## config.mk

```make
export PLATFORM = sky130hd
export DESIGN_NAME = pri_top
export DESIGN_NICKNAME = d
export VERILOG_FILES = /design/src/verilog/pri_pkg.sv /design/src/verilog/pri_blend.sv /design/src/verilog/pri_lookup.sv /design/src/verilog/pri_regs.sv /design/src/verilog/pri_top.sv
export SDC_FILE = /design/constraint.sdc
export NUM_CORES = 1
export LEC_CHECK = 0
export BUFFER_PORTS_ARGS = -buffer_cell sky130_fd_sc_hd__buf_2
export CORE_MARGIN = 2
export CORE_UTILIZATION = 60
export CTS_CLUSTER_SIZE = 40
export DETAILED_ROUTE_END_ITERATION = 16
export MAX_ROUTING_LAYER = met4
export PLACE_DENSITY_LB_ADDON = 0.3
export SYNTH_ARGS = -nofsm -noshare
export SYNTH_HDL_FRONTEND = slang
export SYNTH_HIERARCHICAL = 1
export SYNTH_SLANG_ARGS = --single-unit
export TNS_END_PERCENT = 20
```

## constraint.sdc

```tcl
create_clock -name clk -period 2.5 [get_ports clk]
set_input_delay 0.25 -clock clk [delete_from_list [all_inputs] [get_ports clk]]
set_output_delay 0.25 -clock clk [all_outputs]
set_load 0.005 [all_outputs]
```

## src/verilog/pri_pkg.sv

```systemverilog
`default_nettype none

package pri_pkg;

    // Colour word width of the two main layers.
    localparam int COLOR_W = 14;

    // Background layer colour width.
    localparam int BG_W = 6;

    // Depth of the control register bank.
    localparam int reg_count = 16;

    // Register map.
    localparam logic [3:0] reg_ctrl    = 4'd0;  // Bits 7 and 6 set enable blend.
    localparam logic [3:0] reg_bg      = 4'd1;  // Bits 7:6 are the background group.
    localparam logic [3:0] reg_tab0_lo = 4'd4;
    localparam logic [3:0] reg_tab0_hi = 4'd5;
    localparam logic [3:0] reg_tab1_lo = 4'd6;
    localparam logic [3:0] reg_tab1_hi = 4'd7;
    localparam logic [3:0] reg_tab2_lo = 4'd8;
    localparam logic [3:0] reg_tab2_hi = 4'd9;

    // One layer pixel with the MSB first as it sits in the colour word.
    typedef struct packed {
        logic [1:0] grp;   // Priority group select.
        logic [7:0] body;  // Palette upper bits.
        logic [3:0] pen;   // Zero is transparent.
    } pixel_t;

    // Decoded control fields from the register bank.
    typedef struct packed {
        logic [15:0] prio_tab0;  // Four 4-bit levels indexed by group.
        logic [15:0] prio_tab1;
        logic [15:0] prio_tab2;
        logic [1:0]  bg_grp;
        logic        blend_en;
    } prio_cfg_t;

    // Pixels and their levels between the lookup and blend stages.
    typedef struct packed {
        pixel_t          l0;
        pixel_t          l1;
        logic [BG_W-1:0] bg;
        logic [3:0]      p0;
        logic [3:0]      p1;
        logic [3:0]      p2;
    } staged_t;

    // Mix decision of the blend stage.
    typedef enum logic [2:0] {
        mix_l0,
        mix_l1,
        mix_bg,
        mix_l1_body_l0_pen,
        mix_l0_body_l1_pen
    } mix_sel_t;

endpackage

`default_nettype wire

```

## src/verilog/pri_blend.sv

```systemverilog
`timescale 1ns/1ns
`default_nettype none

module pri_blend import pri_pkg::*; #(
    parameter int COLOR_W = pri_pkg::COLOR_W
) (
    input  logic               clk,
    input  logic               reset,
    input  logic               ce_pixel,

    input  staged_t            stage,
    input  logic               blend_en,

    output logic [COLOR_W-1:0] color_out
);

    logic [3:0]         p0_dn;
    logic [3:0]         p0_up;
    logic               pen0_on;
    logic               pen1_on;
    mix_sel_t           mix_sel;
    logic [COLOR_W-1:0] mix_color;

    assign p0_dn   = stage.p0 - 4'd1;  // Wraps modulo 16.
    assign p0_up   = stage.p0 + 4'd1;
    assign pen0_on = |stage.l0.pen;
    assign pen1_on = |stage.l1.pen;

    // Priority decision where the first match wins.
    always_comb begin
        mix_sel = mix_l0;
        if (blend_en && (stage.p1 == p0_dn) && pen1_on) begin
            mix_sel = mix_l1_body_l0_pen;
        end else if (blend_en && (stage.p1 == p0_up) && pen0_on) begin
            mix_sel = mix_l0_body_l1_pen;
        end else if (stage.p1 > stage.p0) begin
            if ((stage.p2 > stage.p1) || !pen1_on) begin
                mix_sel = mix_bg;
            end else begin
                mix_sel = mix_l1;
            end
        end else begin
            if ((stage.p2 > stage.p0) || !pen0_on) begin
                mix_sel = mix_bg;  // Layer0 covered or transparent.
            end else begin
                mix_sel = mix_l0;
            end
        end
    end

    // Colour for the chosen mix.
    always_comb begin
        case (mix_sel)
            mix_l1: begin
                mix_color = COLOR_W'(stage.l1);
            end
            mix_bg: begin
                mix_color = COLOR_W'(stage.bg);  // Zero-extended.
            end
            mix_l1_body_l0_pen: begin
                mix_color = COLOR_W'({stage.l1.grp, stage.l1.body, stage.l0.pen});
            end
            mix_l0_body_l1_pen: begin
                mix_color = COLOR_W'({stage.l0.grp, stage.l0.body, stage.l1.pen});
            end
            default: begin
                mix_color = COLOR_W'(stage.l0);
            end
        endcase
    end

    // Second stage.
    always_ff @(posedge clk) begin
        if (reset) begin
            color_out <= '0;
        end else if (ce_pixel) begin
            color_out <= mix_color;
        end
    end

endmodule

`default_nettype wire

```

## src/verilog/pri_lookup.sv

```systemverilog
`timescale 1ns/1ns
`default_nettype none

module pri_lookup import pri_pkg::*; #(
    parameter int COLOR_W = pri_pkg::COLOR_W
) (
    input  logic            clk,
    input  logic            reset,
    input  logic            ce_pixel,

    input  pixel_t          layer0,
    input  pixel_t          layer1,
    input  logic [BG_W-1:0] bg,
    input  prio_cfg_t       cfg,

    output staged_t         stage
);

    // Group select sits in the top two bits of the colour word.
    logic [COLOR_W-1:0] word0;
    logic [COLOR_W-1:0] word1;
    logic [1:0]         grp0;
    logic [1:0]         grp1;
    staged_t            stage_d;

    function automatic logic [3:0] level_of(input logic [15:0] tab, input logic [1:0] grp);
        return tab[4*grp +: 4];
    endfunction

    assign word0 = COLOR_W'(layer0);
    assign word1 = COLOR_W'(layer1);
    assign grp0  = word0[COLOR_W-1 -: 2];
    assign grp1  = word1[COLOR_W-1 -: 2];

    always_comb begin
        stage_d    = '0;
        stage_d.l0 = layer0;
        stage_d.l1 = layer1;
        stage_d.bg = bg;
        stage_d.p0 = level_of(cfg.prio_tab0, grp0);
        stage_d.p1 = level_of(cfg.prio_tab1, grp1);
        stage_d.p2 = level_of(cfg.prio_tab2, cfg.bg_grp);  // Group from control reg.
    end

    // First stage holds while the pixel enable is low.
    always_ff @(posedge clk) begin
        if (reset) begin
            stage <= '0;
        end else if (ce_pixel) begin
            stage <= stage_d;
        end
    end

endmodule

`default_nettype wire

```

## src/verilog/pri_regs.sv

```systemverilog
`timescale 1ns/1ns
`default_nettype none

module pri_regs import pri_pkg::*; (
    input  logic       clk,
    input  logic       reset,

    input  logic       wb_cyc,
    input  logic       wb_stb,
    input  logic       wb_we,
    input  logic [3:0] wb_adr,
    input  logic [7:0] wb_dat_w,
    output logic [7:0] wb_dat_r,
    output logic       wb_ack,

    output prio_cfg_t  cfg
);

    logic [7:0] regs [reg_count];

    logic       wb_valid;
    logic       wb_take;   // Accepted this clock.
    logic       wr_en;
    logic       rd_en;

    assign wb_valid = wb_cyc && wb_stb;
    assign wb_take  = wb_valid && !wb_ack;
    assign wr_en    = wb_take && wb_we;
    assign rd_en    = wb_take && !wb_we;

    // Single-cycle acknowledge pulse.
    always_ff @(posedge clk) begin
        if (reset) begin
            wb_ack <= 1'b0;
        end else begin
            wb_ack <= wb_take;
        end
    end

    // Register bank.
    always_ff @(posedge clk) begin
        if (reset) begin
            for (int i = 0; i < reg_count; i++) begin
                regs[i] <= 8'h00;
            end
        end else if (wr_en) begin
            regs[wb_adr] <= wb_dat_w;
        end
    end

    // Readback data holds while ack is high.
    always_ff @(posedge clk) begin
        if (rd_en) begin
            wb_dat_r <= regs[wb_adr];
        end
    end

    // Decoded control fields.
    always_comb begin
        cfg           = '0;
        cfg.prio_tab0 = {regs[reg_tab0_hi], regs[reg_tab0_lo]};
        cfg.prio_tab1 = {regs[reg_tab1_hi], regs[reg_tab1_lo]};
        cfg.prio_tab2 = {regs[reg_tab2_hi], regs[reg_tab2_lo]};
        cfg.bg_grp    = regs[reg_bg][7:6];
        cfg.blend_en  = regs[reg_ctrl][7] & regs[reg_ctrl][6];  // Both bits needed.
    end

endmodule

`default_nettype wire

```

## src/verilog/pri_top.sv

```systemverilog
`timescale 1ns/1ns
`default_nettype none

module pri_top import pri_pkg::*; #(
    parameter int COLOR_W = pri_pkg::COLOR_W
) (
    input  logic               clk,
    input  logic               reset,
    input  logic               ce_pixel,

    // Pixel side.
    input  pixel_t             layer0,
    input  pixel_t             layer1,
    input  logic [BG_W-1:0]    bg,
    output logic [COLOR_W-1:0] color_out,

    // Wishbone classic slave.
    input  logic               wb_cyc,
    input  logic               wb_stb,
    input  logic               wb_we,
    input  logic [3:0]         wb_adr,
    input  logic [7:0]         wb_dat_w,
    output logic [7:0]         wb_dat_r,
    output logic               wb_ack
);

    prio_cfg_t cfg;
    staged_t   stage;

    pri_regs u_regs (
        .clk      (clk),
        .reset    (reset),
        .wb_cyc   (wb_cyc),
        .wb_stb   (wb_stb),
        .wb_we    (wb_we),
        .wb_adr   (wb_adr),
        .wb_dat_w (wb_dat_w),
        .wb_dat_r (wb_dat_r),
        .wb_ack   (wb_ack),
        .cfg      (cfg)
    );

    pri_lookup #(
        .COLOR_W (COLOR_W)
    ) u_lookup (
        .clk      (clk),
        .reset    (reset),
        .ce_pixel (ce_pixel),
        .layer0   (layer0),
        .layer1   (layer1),
        .bg       (bg),
        .cfg      (cfg),
        .stage    (stage)
    );

    pri_blend #(
        .COLOR_W (COLOR_W)
    ) u_blend (
        .clk       (clk),
        .reset     (reset),
        .ce_pixel  (ce_pixel),
        .stage     (stage),
        .blend_en  (cfg.blend_en),
        .color_out (color_out)
    );

endmodule

`default_nettype wire
```

## After elaboration in Yosys (flattened, before gate mapping)

Memories as Yosys holds them, arrays and structs flattened. A register that Yosys moved wholly into a read port is not among the register bits.
Cells that the tools add are included.

| word-level totals | value |
|---|---|
| memories kept | 1 |
| bits in registers | 61 |
| memory bits (writable) | 128 |
| word-level logic and storage cells | 59 |

| cells by class | value |
|---|---|
| reductions and logical operators | 17 |
| $add $sub $neg | 2 |
| $lt $le $gt $ge | 3 |
| equal/unequal tests | 6 |
| bitwise gates (word level) | 1 |
| shift-type cells | 3 |
| multiplexer cells | 14 |

Memories:

| memory | depth | width | rd ports | clocked after Yosys merged registers in | wr ports | RTL line | RTL |
|---|---|---|---|---|---|---|---|
| u_regs.regs | 16 | 8 | 9 | 1 | 16 | pri_regs.sv:19 | `logic [7:0] regs [reg_count];` |

Operator list:

| kind | count |
|---|---|
| case mux 14 bit (4 select lines) | 1 |
| indexed part select 16 x 5 -> 4 bit | 3 |
| greater-than comparator 4 bit | 3 |
| two-way mux 3 bit | 3 |
| == test 4 bit | 2 |
| logical AND 1 bit | 8 |
| two-way mux 8 bit | 1 |
| OR reduction 4 bit | 2 |
| OR reduction 8 bit | 1 |
| == test 3 x 2 -> 1 bit, second input constant | 2 |
| two-way mux 1 bit | 6 |
| adder 4 x 1 -> 4 bit, second input constant | 1 |
| logical NOT 1 bit | 4 |
| two-way mux 2 bit | 2 |
| two-way mux 4 bit | 1 |
| subtractor 4 x 1 -> 4 bit, second input constant | 1 |
| == test 3 x 1 -> 1 bit, second input constant | 1 |
| == test 3 bit, second input constant | 1 |
| logical OR 1 bit | 2 |
| AND 1 bit | 1 |

## Depth between registers and ports, before layout

Gate-level depths: netlist of the first run.

| logic depth | value |
|---|---|
| depth in word-level cells | 9 |
| depth in mapped cells | 8 |

## Modules after synthesis

The synthesis of the first run kept the hierarchy.

Modules (own cells, without submodules):

| module | cells an instance | area an instance (µm²) | times used | seq. area each (µm²) |
|---|---|---|---|---|
| pri_regs | 397 | 6097.1 | 1 | 4103.9 |
| pri_lookup | 181 | 2054.5 | 1 | 920.9 |
| pri_blend | 141 | 1232.4 | 1 | 280.3 |

## Least setup slack after synthesis of the first run

OpenSTA, ideal clock, no wires.

| timing | value |
|---|---|
| path kind | register to register |
| from | register u_lookup/stage[8] (netlist name) |
| to | register u_blend.color_out[10] |
| data arrival time | 2.041 ns |
| library setup time | 0.086 ns |
| path buffers | 0 |
| cell stages (with the launch flop) | 9 |
| slack | 0.373 ns |
| data required time | 2.414 ns |
| path through | dfxtp_1 -> inv_1 -> ha_1 -> xor2_1 -> and3_4 -> and3_4 -> o41ai_4 -> a32oi_1 -> a211oi_1 |

| on the way | value |
|---|---|
| longest elaborated chain between the ends | 8 |
| elaborated cells on any way between the ends | 20 |
| classes of those cells | 2 x add/sub; 2 x order compare; 6 x eq/ne; 5 x mux; 5 x reduce/logical |

RTL lines:

| what | RTL line | RTL |
|---|---|---|
| adder 4 x 1 -> 4 bit / greater-than comparator 4 bit (equally long branches) | pri_blend.sv:25, pri_blend.sv:43 |  |
| == test 4 bit / logical OR 1 bit (equally long branches) | pri_blend.sv:34, pri_blend.sv:43 |  |
| logical AND 1 bit / two-way mux 2 bit (equally long branches) | pri_blend.sv:34, pri_blend.sv:43 |  |
| logical AND 1 bit / two-way mux 3 bit (equally long branches) | pri_blend.sv:34, pri_blend.sv:36 |  |
| two-way mux 3 bit | pri_blend.sv:34 | `end else if (blend_en && (stage.p1 == p0_up) && pen0_on) begin` |
| two-way mux 3 bit * | pri_blend.sv:32 | `if (blend_en && (stage.p1 == p0_dn) && pen1_on) begin` |
| == test 3 bit (tied with other cells) | pri_blend.sv:53 | `case (mix_sel)` |
| case mux 14 bit (4 select lines) * | pri_blend.sv:53 |  |
| end signal, assigned | pri_blend.sv:77 | `color_out <= mix_color;` |
| end, declared | pri_blend.sv:14 | `output logic [COLOR_W-1:0] color_out` |

Every way passes the cells marked *; elsewhere a longest branch is shown, timed or not.
A chain may end at the register's enable or synchronous reset.

## Final worst setup path of the first run

| timing | value |
|---|---|
| from | register u_lookup/stage[8] (netlist name) |
| to | register u_blend.color_out[10] |

| on the way | value |
|---|---|
| longest elaborated chain between the ends | 8 |
| elaborated cells on any way between the ends | 20 |
| classes of those cells | 2 x add/sub; 2 x order compare; 6 x eq/ne; 5 x mux; 5 x reduce/logical |

RTL lines:

| what | RTL line |
|---|---|
| adder 4 x 1 -> 4 bit / greater-than comparator 4 bit (equally long branches) | pri_blend.sv:25, pri_blend.sv:43 |
| == test 4 bit / logical OR 1 bit (equally long branches) | pri_blend.sv:34, pri_blend.sv:43 |
| logical AND 1 bit / two-way mux 2 bit (equally long branches) | pri_blend.sv:34, pri_blend.sv:43 |
| logical AND 1 bit / two-way mux 3 bit (equally long branches) | pri_blend.sv:34, pri_blend.sv:36 |
| two-way mux 3 bit | pri_blend.sv:34 |
| two-way mux 3 bit * | pri_blend.sv:32 |
| == test 3 bit (tied with other cells) | pri_blend.sv:53 |
| case mux 14 bit (4 select lines) * | pri_blend.sv:53 |

Marked as above.

==> impl_metrics.py, run 1 <==
metrics = {
    "logic_synthesis": {
        "netlist_top_cells_area": "edfxtp_1 44%, dfxtp_1 13%, mux4_2 7.7%",
        "syn_area_per_cell_um2": 13.05,
        "synth_flop_cell": "edfxtp_1",
        "ys_ff_latch": 197,
        "synthTopCellsByCount": "175 x nor2_1, 136 x edfxtp_1, 61 x dfxtp_1",
        "synth_area_mm2": 0.009384,
        "synth.largest_area_cell": "edfxtp_1",
        "syn_inst": 719,
        "synthDistinctLibCells": 55,
        "yosysMostFrequentCell": "nor2_1",
        "async_reset_ff_frac": 0,
        "synth_edf_count": 136,
        "syn-num-nets": 785,
        "yosysTopAreaCellShare": 0.4352,
        "yosysSeqAreaShare": 0.5653,
        "ys_warn_count": 6,
    },
    "detailed_routing": {
        "firstDrtPassIters": 8,
        "drt-initial-drc-count": 713,
        "ant_nets": 0,
        "num_vias": 6343,
        "viasPerCell": 6.237,
        "wl_um": 21900,
        "post_drt_wl_per_cell_um": 21.53,
        "drc_errors": 0,
    },
    "cts": {
        "clk_pin_slew_ps": 70,
        "cts-resized-gates": 0,
        "clock_path_buffers": 2,
        "ctsHoldBuffers": 0,
        "clk_latency_ps": 430,
        "cts_setup_buffers": 0,
        "cts_tree": "built",
        "clock-sinks": 197,
        "cts_buffers": 17,
        "cts_root_buf": "clkbuf_16",
        "htree_levels": 4,
    },
    "placed_design": {
        "place.gp.congestion": 0.9383,
        "port_buffers": 74,
        "pre_cts_slack_ps": 219.4,
        "dp_hpwl_um": 15050,
        "place_area_mm2": 0.009859,
    },
    "layout": {
        "area_growth_pct": 11.24,
        "diodes": 0,
        "drive_above_1_share": 0.2457,
        "fin_area_mm2": 0.01044,
        "nNetsFinal": 859,
        "post-route-util": 0.6841,
    },
    "critical_path": {
        "crit_slowest_cell": "dfxtp_1",
        "cp-end-kind": "flip-flop",
        "worst-setup-path-type": "flip-flop to flip-flop",
        "crit_family": "compound AO/OA/AOI/OAI gates",
        "startpoint_type": "flip-flop",
        "cp_cell_sequence": "inv_1 -> ha_1 -> xor2_1 -> and3_4 -> and3_4 -> o41ai_4 -> buf_4 -> a32oi_1 -> a211oi_1",
        "worst-path-buf-inv": 2,
        "critPathRequiredTime_ps": 2840,
        "crit_path_frequent_cell": "and3_4",
        "slowest_delay_ps": 440,
        "cp.arrival_ps": 2660,
        "path_max_fanout": 10,
    },
    "timing": {
        "rsz0062_at_grt": "true",
        "tightest_slew_ps": 803.7,
        "fin_crit_ps": 2318,
        "max_freq_mhz": 431.5,
        "timing.final.ws_setup_ps": 182.3,
        "timing.final.hold_violations": 0,
        "relSlewSlack": 0.4642,
        "maxSlewViolCount": 0,
        "skew_ps": 7.283,
        "finalCritPeriodShare": 0.9271,
        "setup_violations": 0,
    },
    "flow_run": {
        "cap_viol_max_count": 0,
    },
    "die": {
        "rows": 45,
        "core_area_mm2": 0.01526,
        "die-area_mm2": 0.01666,
        "die_h_um": 129.1,
        "io_pins": 75,
        "start_util": 0.6150,
        "die_w_um": 129.1,
    },
    "power": {
        "p_leak_nw": 4.020,
        "finalPower_mw": 7.202,
        "cellPowerDensity_mw_per_mm2": 689.9,
        "peakVddDrop_uv": 568.1,
    },
    "run_status": {
        "status": "completed",
    },
    "hold_path": {
        "hp-class": "input pin to flip-flop",
    },
    "global_routing": {
        "grt_pass1_wl_um": 33530,
        "gr-total-overflow": 0,
        "grt_pass1_vias": 6263,
        "antenna_found_initial": 0,
        "grt_usage": 0.2805,
        "grt_max_degree": 84,
    },
}
cell families (layout without fill, tap and decap cells):
family	count (synthesis)	in the layout	synth area share
adders and majority gates	14	14	0.01867
muxes	90	90	0.1387
DFF	197	197	0.5653
xor gates and xnor gates	7	7	0.006533
and+or+nand+nor	267	267	0.1444
AOI/OAI and AO/OA	87	87	0.08000
buffers and inverters	57	144	0.04640
worst min-delay path: stages:
cell and delay, ps:
buf_2 70, mux2i_1 60, nor2_1 70
worst paths after layout:
kind	start	to	slack (ps)	depth (start not counted)
hold reg to reg	u_blend/color_out[8]$_SDFFE_PP0P_	u_blend/color_out[8]$_SDFFE_PP0P_	480	2
hold / removal	bg[3]	u_lookup/stage[15]$_SDFFE_PP0P_	50	3
setup / recovery	u_lookup/stage[8]$_SDFFE_PP0P_	u_blend/color_out[10]$_SDFFE_PP0P_	180	9
setup reg to reg	u_lookup/stage[8]$_SDFFE_PP0P_	u_blend/color_out[10]$_SDFFE_PP0P_	180	9
routing by layer:
layer	vias to the layer above	track usage	routed length [µm]
li1	2830	-	-
met1	3113	0.3437	8439
met2	350	0.4401	10670
met3	50	0.08588	2185
met4	0	0.1113	607
met5	-	-	0
metrics by stage:
stage          TNS [ps]  cells  hold WS [ps]
6_report              0   1017         50.81
5_1_grt          -10.25   1017         45.98
4_1_cts               0   1017         39.62
3_5_place_dp          0    985         476.0
3_3_place_gp          0    985         475.4
2_1_floorplan         0    719         397.1
flip-flops by register name, indices dropped and copies added (netlist names):
register and cells:
u_lookup/stage 46, u_regs/wb_dat_r 8, u_blend/color_out 14, u_regs/regs 128, u_regs/wb_ack 1
placed cells by master (no fill, tap or decap), drive strengths merged, types with 3 or more instances in the layout:
cell,count
nand4b,4
nand2,32
a41oi,6
mux2i,58
nand4,6
a21oi,4
xor2,3
clkinvlp,4
nand3b,4
a22oi,16
o221ai,13
nor2,176
or3b,15
ha,14
o21bai,22
clkbuf,20
inv,19
nor2b,4
edfxtp,136
a211oi,8
mux4,32
o21ai,3
xnor2,4
nand3,16
dfxtp,61
buf,99
a32oi,8
report_power, final:
part	switching, mW	leakage (nW)	internal, mW
Sequential	0.0833	1.87	3.63
Clock	1.26	0.273	1.39
Combinational	0.500	1.87	0.345
layout make-up:
class                      count  area [µm²]
clock buffer                  20       466.7
timing repair buffer          99       598.1
multi-input combinational    465        3643
inverter                      13       48.80
clock inverter                12       112.6
tap                          211       264.0
sequential                   197        5305
fill                        1063        4820
No activity file was read; power rests on OpenSTA's default activity.
==> run 2, diff against run 1 <==
==> constraint.sdc (replaced) <==
create_clock -name clk -period 2.5 [get_ports clk]
set_input_delay 0.125 -clock clk [delete_from_list [all_inputs] [get_ports clk]]
set_output_delay 0.125 -clock clk [all_outputs]
set_load 0.005 [all_outputs]
==> impl_metrics.py, run 2 (synthesis gave the netlist of run 1 again) <==
metrics = {
    "run_status": {
        "status": "completed",
    },
    "layout": {
        "diodes": 0,
        "nNetsFinal": 888,
        "largestRegisters": "u_regs/regs: 128 flops, u_lookup/stage: 46 flops, u_blend/color_out: 14 flops",
        "final_cell_mix": "175 x nor2_1, 136 x edfxtp_1, 73 x buf_2",
        "fin_area_mm2": 0.01076,
        "drive_above_1_share": 0.2263,
        "largest_reg_flops": 128,
        "fillerInstances": 1006,
        "regMostFlops": "u_regs/regs",
        "post-route-util": 0.7051,
        "multi_input_area_mm2": 0.003643,
        "seqCellArea_mm2": 0.005305,
        "layout_commonest_cell": "nor2_1",
        "area_growth_pct": 14.65,
    },
    "cts": {
        "clk_latency_ps": 440,
        "cts_tree": "built",
        "htree_levels": 4,
        "cts_root_buf": "clkbuf_16",
        "cts_buffers": 17,
        "cts_setup_buffers": 0,
        "clock_path_buffers": 2,
        "clock-sinks": 197,
        "clk_pin_slew_ps": 70,
    },
    "placed_design": {
        "dp_hpwl_um": 15010,
        "place.gp.congestion": 0.8618,
        "place_area_mm2": 0.009817,
        "port_buffers": 74,
    },
    "flow_run": {
        "cap_viol_max_count": 0,
    },
    "detailed_routing": {
        "wl_um": 22310,
        "num_vias": 6381,
        "drc_errors": 0,
        "post_drt_wl_per_cell_um": 21.33,
        "ant_nets": 0,
        "viasPerCell": 6.100,
        "drt-initial-drc-count": 673,
        "firstDrtPassIters": 5,
    },
    "critical_path": {
        "reg2reg_to": "u_blend/color_out[9]$_SDFFE_PP0P_",
        "reg2reg_slack_ps": 140,
        "rr_worst_depth": 9,
        "critPathRequiredTime_ps": 2840,
        "path_max_fanout": 10,
        "startpoint_type": "flip-flop",
        "worst-setup-path-type": "flip-flop to flip-flop",
        "crit_slowest_cell": "dfxtp_1",
        "cp_cell_sequence": "inv_1 -> ha_1 -> nor2b_1 -> o211a_1 -> o21a_1 -> o41ai_4 -> buf_4 -> a32oi_1 -> a211oi_1",
        "r2r_start": "u_lookup/stage[9]$_SDFFE_PP0P_",
        "cp-end-kind": "flip-flop",
        "slowest_delay_ps": 390,
        "cp.arrival_ps": 2700,
    },
    "hold_path": {
        "whs_endpoint": "u_lookup/stage[44]$_SDFFE_PP0P_",
        "holdCritStartpoint": "layer0[12]",
        "hp-class": "input pin to flip-flop",
        "whs_path_depth": 3,
    },
    "die": {
        "die-area_mm2": 0.01666,
        "die_h_um": 129.1,
        "core_area_mm2": 0.01526,
        "start_util": 0.6150,
        "rows": 45,
        "io_pins": 75,
        "die_w_um": 129.1,
    },
    "power": {
        "finalPower_mw": 7.434,
        "peakVddDrop_uv": 610.5,
        "p_leak_nw": 4.150,
        "cellPowerDensity_mw_per_mm2": 691.0,
    },
    "timing": {
        "setup_violations": 0,
        "rsz0062_at_grt": "false",
        "skew_ps": 8.287,
        "maxSlewViolCount": 0,
        "relSlewSlack": 0.4032,
        "fin_crit_ps": 2355,
        "finalCritPeriodShare": 0.9420,
        "finalSetupTns_ps": 0,
        "max_freq_mhz": 424.6,
        "tightest_slew_ps": 891.9,
        "timing.final.hold_violations": 0,
    },
    "global_routing": {
        "antenna_found_initial": 0,
        "gr-total-overflow": 0,
        "grt_max_degree": 84,
        "grt_pass1_wl_um": 34430,
        "grt_pass1_vias": 6353,
        "grt_usage": 0.2893,
    },
}
[run 2: worst max-delay path by stage]
stage                                   startpoint                            endpoint  slack [ps]  cells after the start
floorplan           u_lookup/stage[8]$_SDFFE_PP0P_  u_blend/color_out[10]$_SDFFE_PP0P_         370                      8
global placement    u_lookup/stage[8]$_SDFFE_PP0P_   u_blend/color_out[6]$_SDFFE_PP0P_         310                      9
detailed placement  u_lookup/stage[8]$_SDFFE_PP0P_  u_blend/color_out[10]$_SDFFE_PP0P_         220                      9
CTS                 u_lookup/stage[9]$_SDFFE_PP0P_  u_blend/color_out[10]$_SDFFE_PP0P_         190                      9
global route        u_lookup/stage[9]$_SDFFE_PP0P_  u_blend/color_out[11]$_SDFFE_PP0P_           6                      9
finish              u_lookup/stage[9]$_SDFFE_PP0P_   u_blend/color_out[9]$_SDFFE_PP0P_         140                      9
[run 2: stage by stage]
| stage | setup WS [ps] | hold slack [ps] | std cells |
|---|---|---|---|
| after floorplan | 373.4 | 272.1 | 719 |
| after global placement | 310.7 | 359.2 | 981 |
| after detailed placement | 222.9 | 373.4 | 981 |
| after CTS | 191.4 | 146.2 | 1046 |
| after global routing | 6.203 | 160.4 | 1046 |
| final | 145.0 | 157.8 | 1046 |
[run 2: worst max-delay path, delay by kind of cell (launching register included)]
kind,cells,cell delay (ps)
compound gates,5,1100
fa+ha+maj,1,290
buf+inv,2,330
flops,1,390
simple gates,1,140
[run 2: layout make-up]
type	instances	share of cell area
Sequential cell	197	0.4931
Multi-Input combinational cell	465	0.3386
Timing Repair Buffer	128	0.08233
Clock buffer	19	0.04024
Tap cell	211	0.02454
Clock inverter	13	0.01663
Inverter	13	0.004535
[run 2: what timing repair did]
item                                   CTS  global route
resized for setup                        0             0
endpoints found under the hold margin   33             0
hold buffers                            33             0
[run 2: power by group]
part           total [mW]  switching, mW  internal (mW)  leakage (nW)
clock                2.85           1.18           1.67         0.291
combinational       0.876          0.504          0.372          1.99
sequential           3.71         0.0839           3.63          1.87
[run 2: routing by layer]
metal | global-route usage | routed length, µm
met4 | 0.1100 | 701
met1 | 0.3737 | 8914
met3 | 0.06978 | 1944
met2 | 0.4488 | 10750
met5 | - | 0
==> run 3, diff against run 2 <==
- CORE_UTILIZATION: 60 -> 54
- clock period: 2.5 -> 2.14 ns (I/O delays scaled with it)
==> impl_metrics.py, run 3 (synthesis gave the netlist of run 1 again) <==
metrics = {
    "run_status": {
        "status": "finished with violations",
        "violations": "setup timing",
    },
    "critical_path": {
        "critPathRequiredTime_ps": 2470,
        "worst-setup-path-type": "flip-flop to flip-flop",
        "cp-end-kind": "flip-flop",
        "startpoint_type": "flip-flop",
        "path_max_fanout": 5,
        "reg2reg_slack_ps": -20,
        "cp.arrival_ps": 2490,
    },
    "timing": {
        "maxSlewViolCount": 0,
        "fin_crit_ps": 2160,
        "setup_violations": 4,
        "skew_ps": 7.299,
        "rsz0062_at_grt": "true",
        "finalSetupTns_ps": -48.55,
        "timing.final.ws_setup_ps": -20.47,
        "relSlewSlack": 0.4711,
        "tightest_slew_ps": 793.4,
        "timing.final.hold_violations": 0,
        "max_freq_mhz": 462.9,
        "finalCritPeriodShare": 1.010,
    },
    "layout": {
        "largest_reg_flops": 128,
        "fin_area_mm2": 0.01115,
        "final_cell_mix": "175 x nor2_1, 136 x edfxtp_1, 74 x buf_2",
        "largestRegisters": "u_regs/regs: 128 flops, u_lookup/stage: 46 flops, u_blend/color_out: 14 flops",
        "regMostFlops": "u_regs/regs",
        "nNetsFinal": 915,
        "area_growth_pct": 18.79,
        "drive_above_1_share": 0.2904,
        "fin_cells": 1087,
        "layout_commonest_cell": "nor2_1",
    },
    "die": {
        "start_util": 0.5482,
        "rows": 48,
        "core_area_mm2": 0.01712,
        "die-area_mm2": 0.01845,
        "io_pins": 75,
        "die_w_um": 135.8,
        "die_h_um": 135.8,
    },
    "cts": {
        "cts_tree": "built",
        "htree_levels": 4,
        "clock_path_buffers": 2,
        "clk_pin_slew_ps": 70,
        "cts_root_buf": "clkbuf_16",
        "clk_latency_ps": 430,
        "cts_buffers": 17,
        "clock-sinks": 197,
    },
    "detailed_routing": {
        "ant_nets": 0,
        "viasPerCell": 6.022,
        "wl_um": 23700,
        "drt-initial-drc-count": 655,
        "num_vias": 6546,
        "post_drt_wl_per_cell_um": 21.80,
        "drc_errors": 0,
        "firstDrtPassIters": 6,
    },
    "placed_design": {
        "place.gp.congestion": 0.8693,
        "place_area_mm2": 0.01005,
        "dp_cells": 1021,
        "dp_hpwl_um": 15880,
        "port_buffers": 74,
    },
    "power": {
        "cellPowerDensity_mw_per_mm2": 786.6,
        "p_leak_nw": 4.316,
        "peakVddDrop_uv": 622.6,
        "finalPower_mw": 8.768,
    },
    "global_routing": {
        "grt_max_degree": 84,
        "gr-total-overflow": 0,
        "antenna_found_initial": 1,
        "grt_pass1_wl_um": 35890,
        "grt_pass1_vias": 6611,
        "grt_usage": 0.2696,
    },
    "hold_path": {
        "hp-class": "input pin to flip-flop",
    },
    "flow_run": {
        "cap_viol_max_count": 0,
    },
}
==> run 3: cell types whose count changed in the layout (fill, tap and decap cells not counted), sizes merged <==
cell	change
clkbuf	-2
dlygate4sd3	-2
inv	+4
bufinv	-2
diode	+1
clkinv	+1
clkinvlp	-2
buf	+29
==> run 3: power by group <==
part,total [mW],leakage (nW),internal (mW),switching [mW]
sequential,4.33,1.88,4.24,0.0924
combinational,1.15,2.14,0.513,0.636
clock,3.29,0.301,1.78,1.51
total,8.77,4.32,6.53,2.23
==> run 3: final timing paths <==
| kind | from | end | depth (start not counted) |
|---|---|---|---|
| worst max register to register | u_lookup/stage[4]$_SDFFE_PP0P_ | u_blend/color_out[9]$_SDFFE_PP0P_ | 9 |
| worst min register to register | u_blend/color_out[13]$_SDFFE_PP0P_ | u_blend/color_out[13]$_SDFFE_PP0P_ | 2 |
| worst max-delay path | u_lookup/stage[4]$_SDFFE_PP0P_ | u_blend/color_out[9]$_SDFFE_PP0P_ | 9 |
| worst min-delay path | layer0[13] | u_lookup/stage[45]$_SDFFE_PP0P_ | 3 |
==> run 3: what timing repair did <==
item / in CTS / in global routing
pin swaps: 10 / 10
gates cloned: 1 / 0
gates resized for setup: 25 / 9
setup endpoints to repair: 12 / 14
buffers inserted: 2 / 0
hold endpoints to repair: 31 / 0
hold buffers: 31 / 0
==> run 3: layout make-up <==
cell class,instances,area (µm²)
diodes,1,2.502
inverters,13,48.80
clock inverters,14,192.7
fillers,1248,5969
multi-input cells,465,3767
clock buffers,17,425.4
well taps,225,281.5
flip-flops and latches,197,5319
repair buffers,155,1110
==> run 3: per-layer routing <==
metal	part of all wire	global-route usage	vias up
li1	-	-	2938
met2	0.49	0.4394	320
met5	0	-	-
met1	0.40	0.3325	3234
met3	0.080	0.05667	54
met4	0.032	0.1047	0
==> run 3: critical path, stage by stage, from the launching register on <==
cell and delay (ps):
dfxtp_2 330, inv_2 40, ha_4 260, and2b_2 210
and3_4 180, and3_4 170, o41ai_4 400, buf_6 180
a32oi_1 50, a211oi_1 240
==> run 3: per-stage QoR <==
stage | hold WS (ps) | utilization | setup slack [ps]
after floorplan | 254.1 | - | 13.44
after global placement | 338.8 | 0.5873 | 20.55
after detailed placement | 349.7 | 0.5873 | -95.16
after CTS | 10.18 | 0.6491 | -14.67
after global routing | 41.58 | 0.6512 | -102.3
final | 39.56 | 0.6512 | -20.47
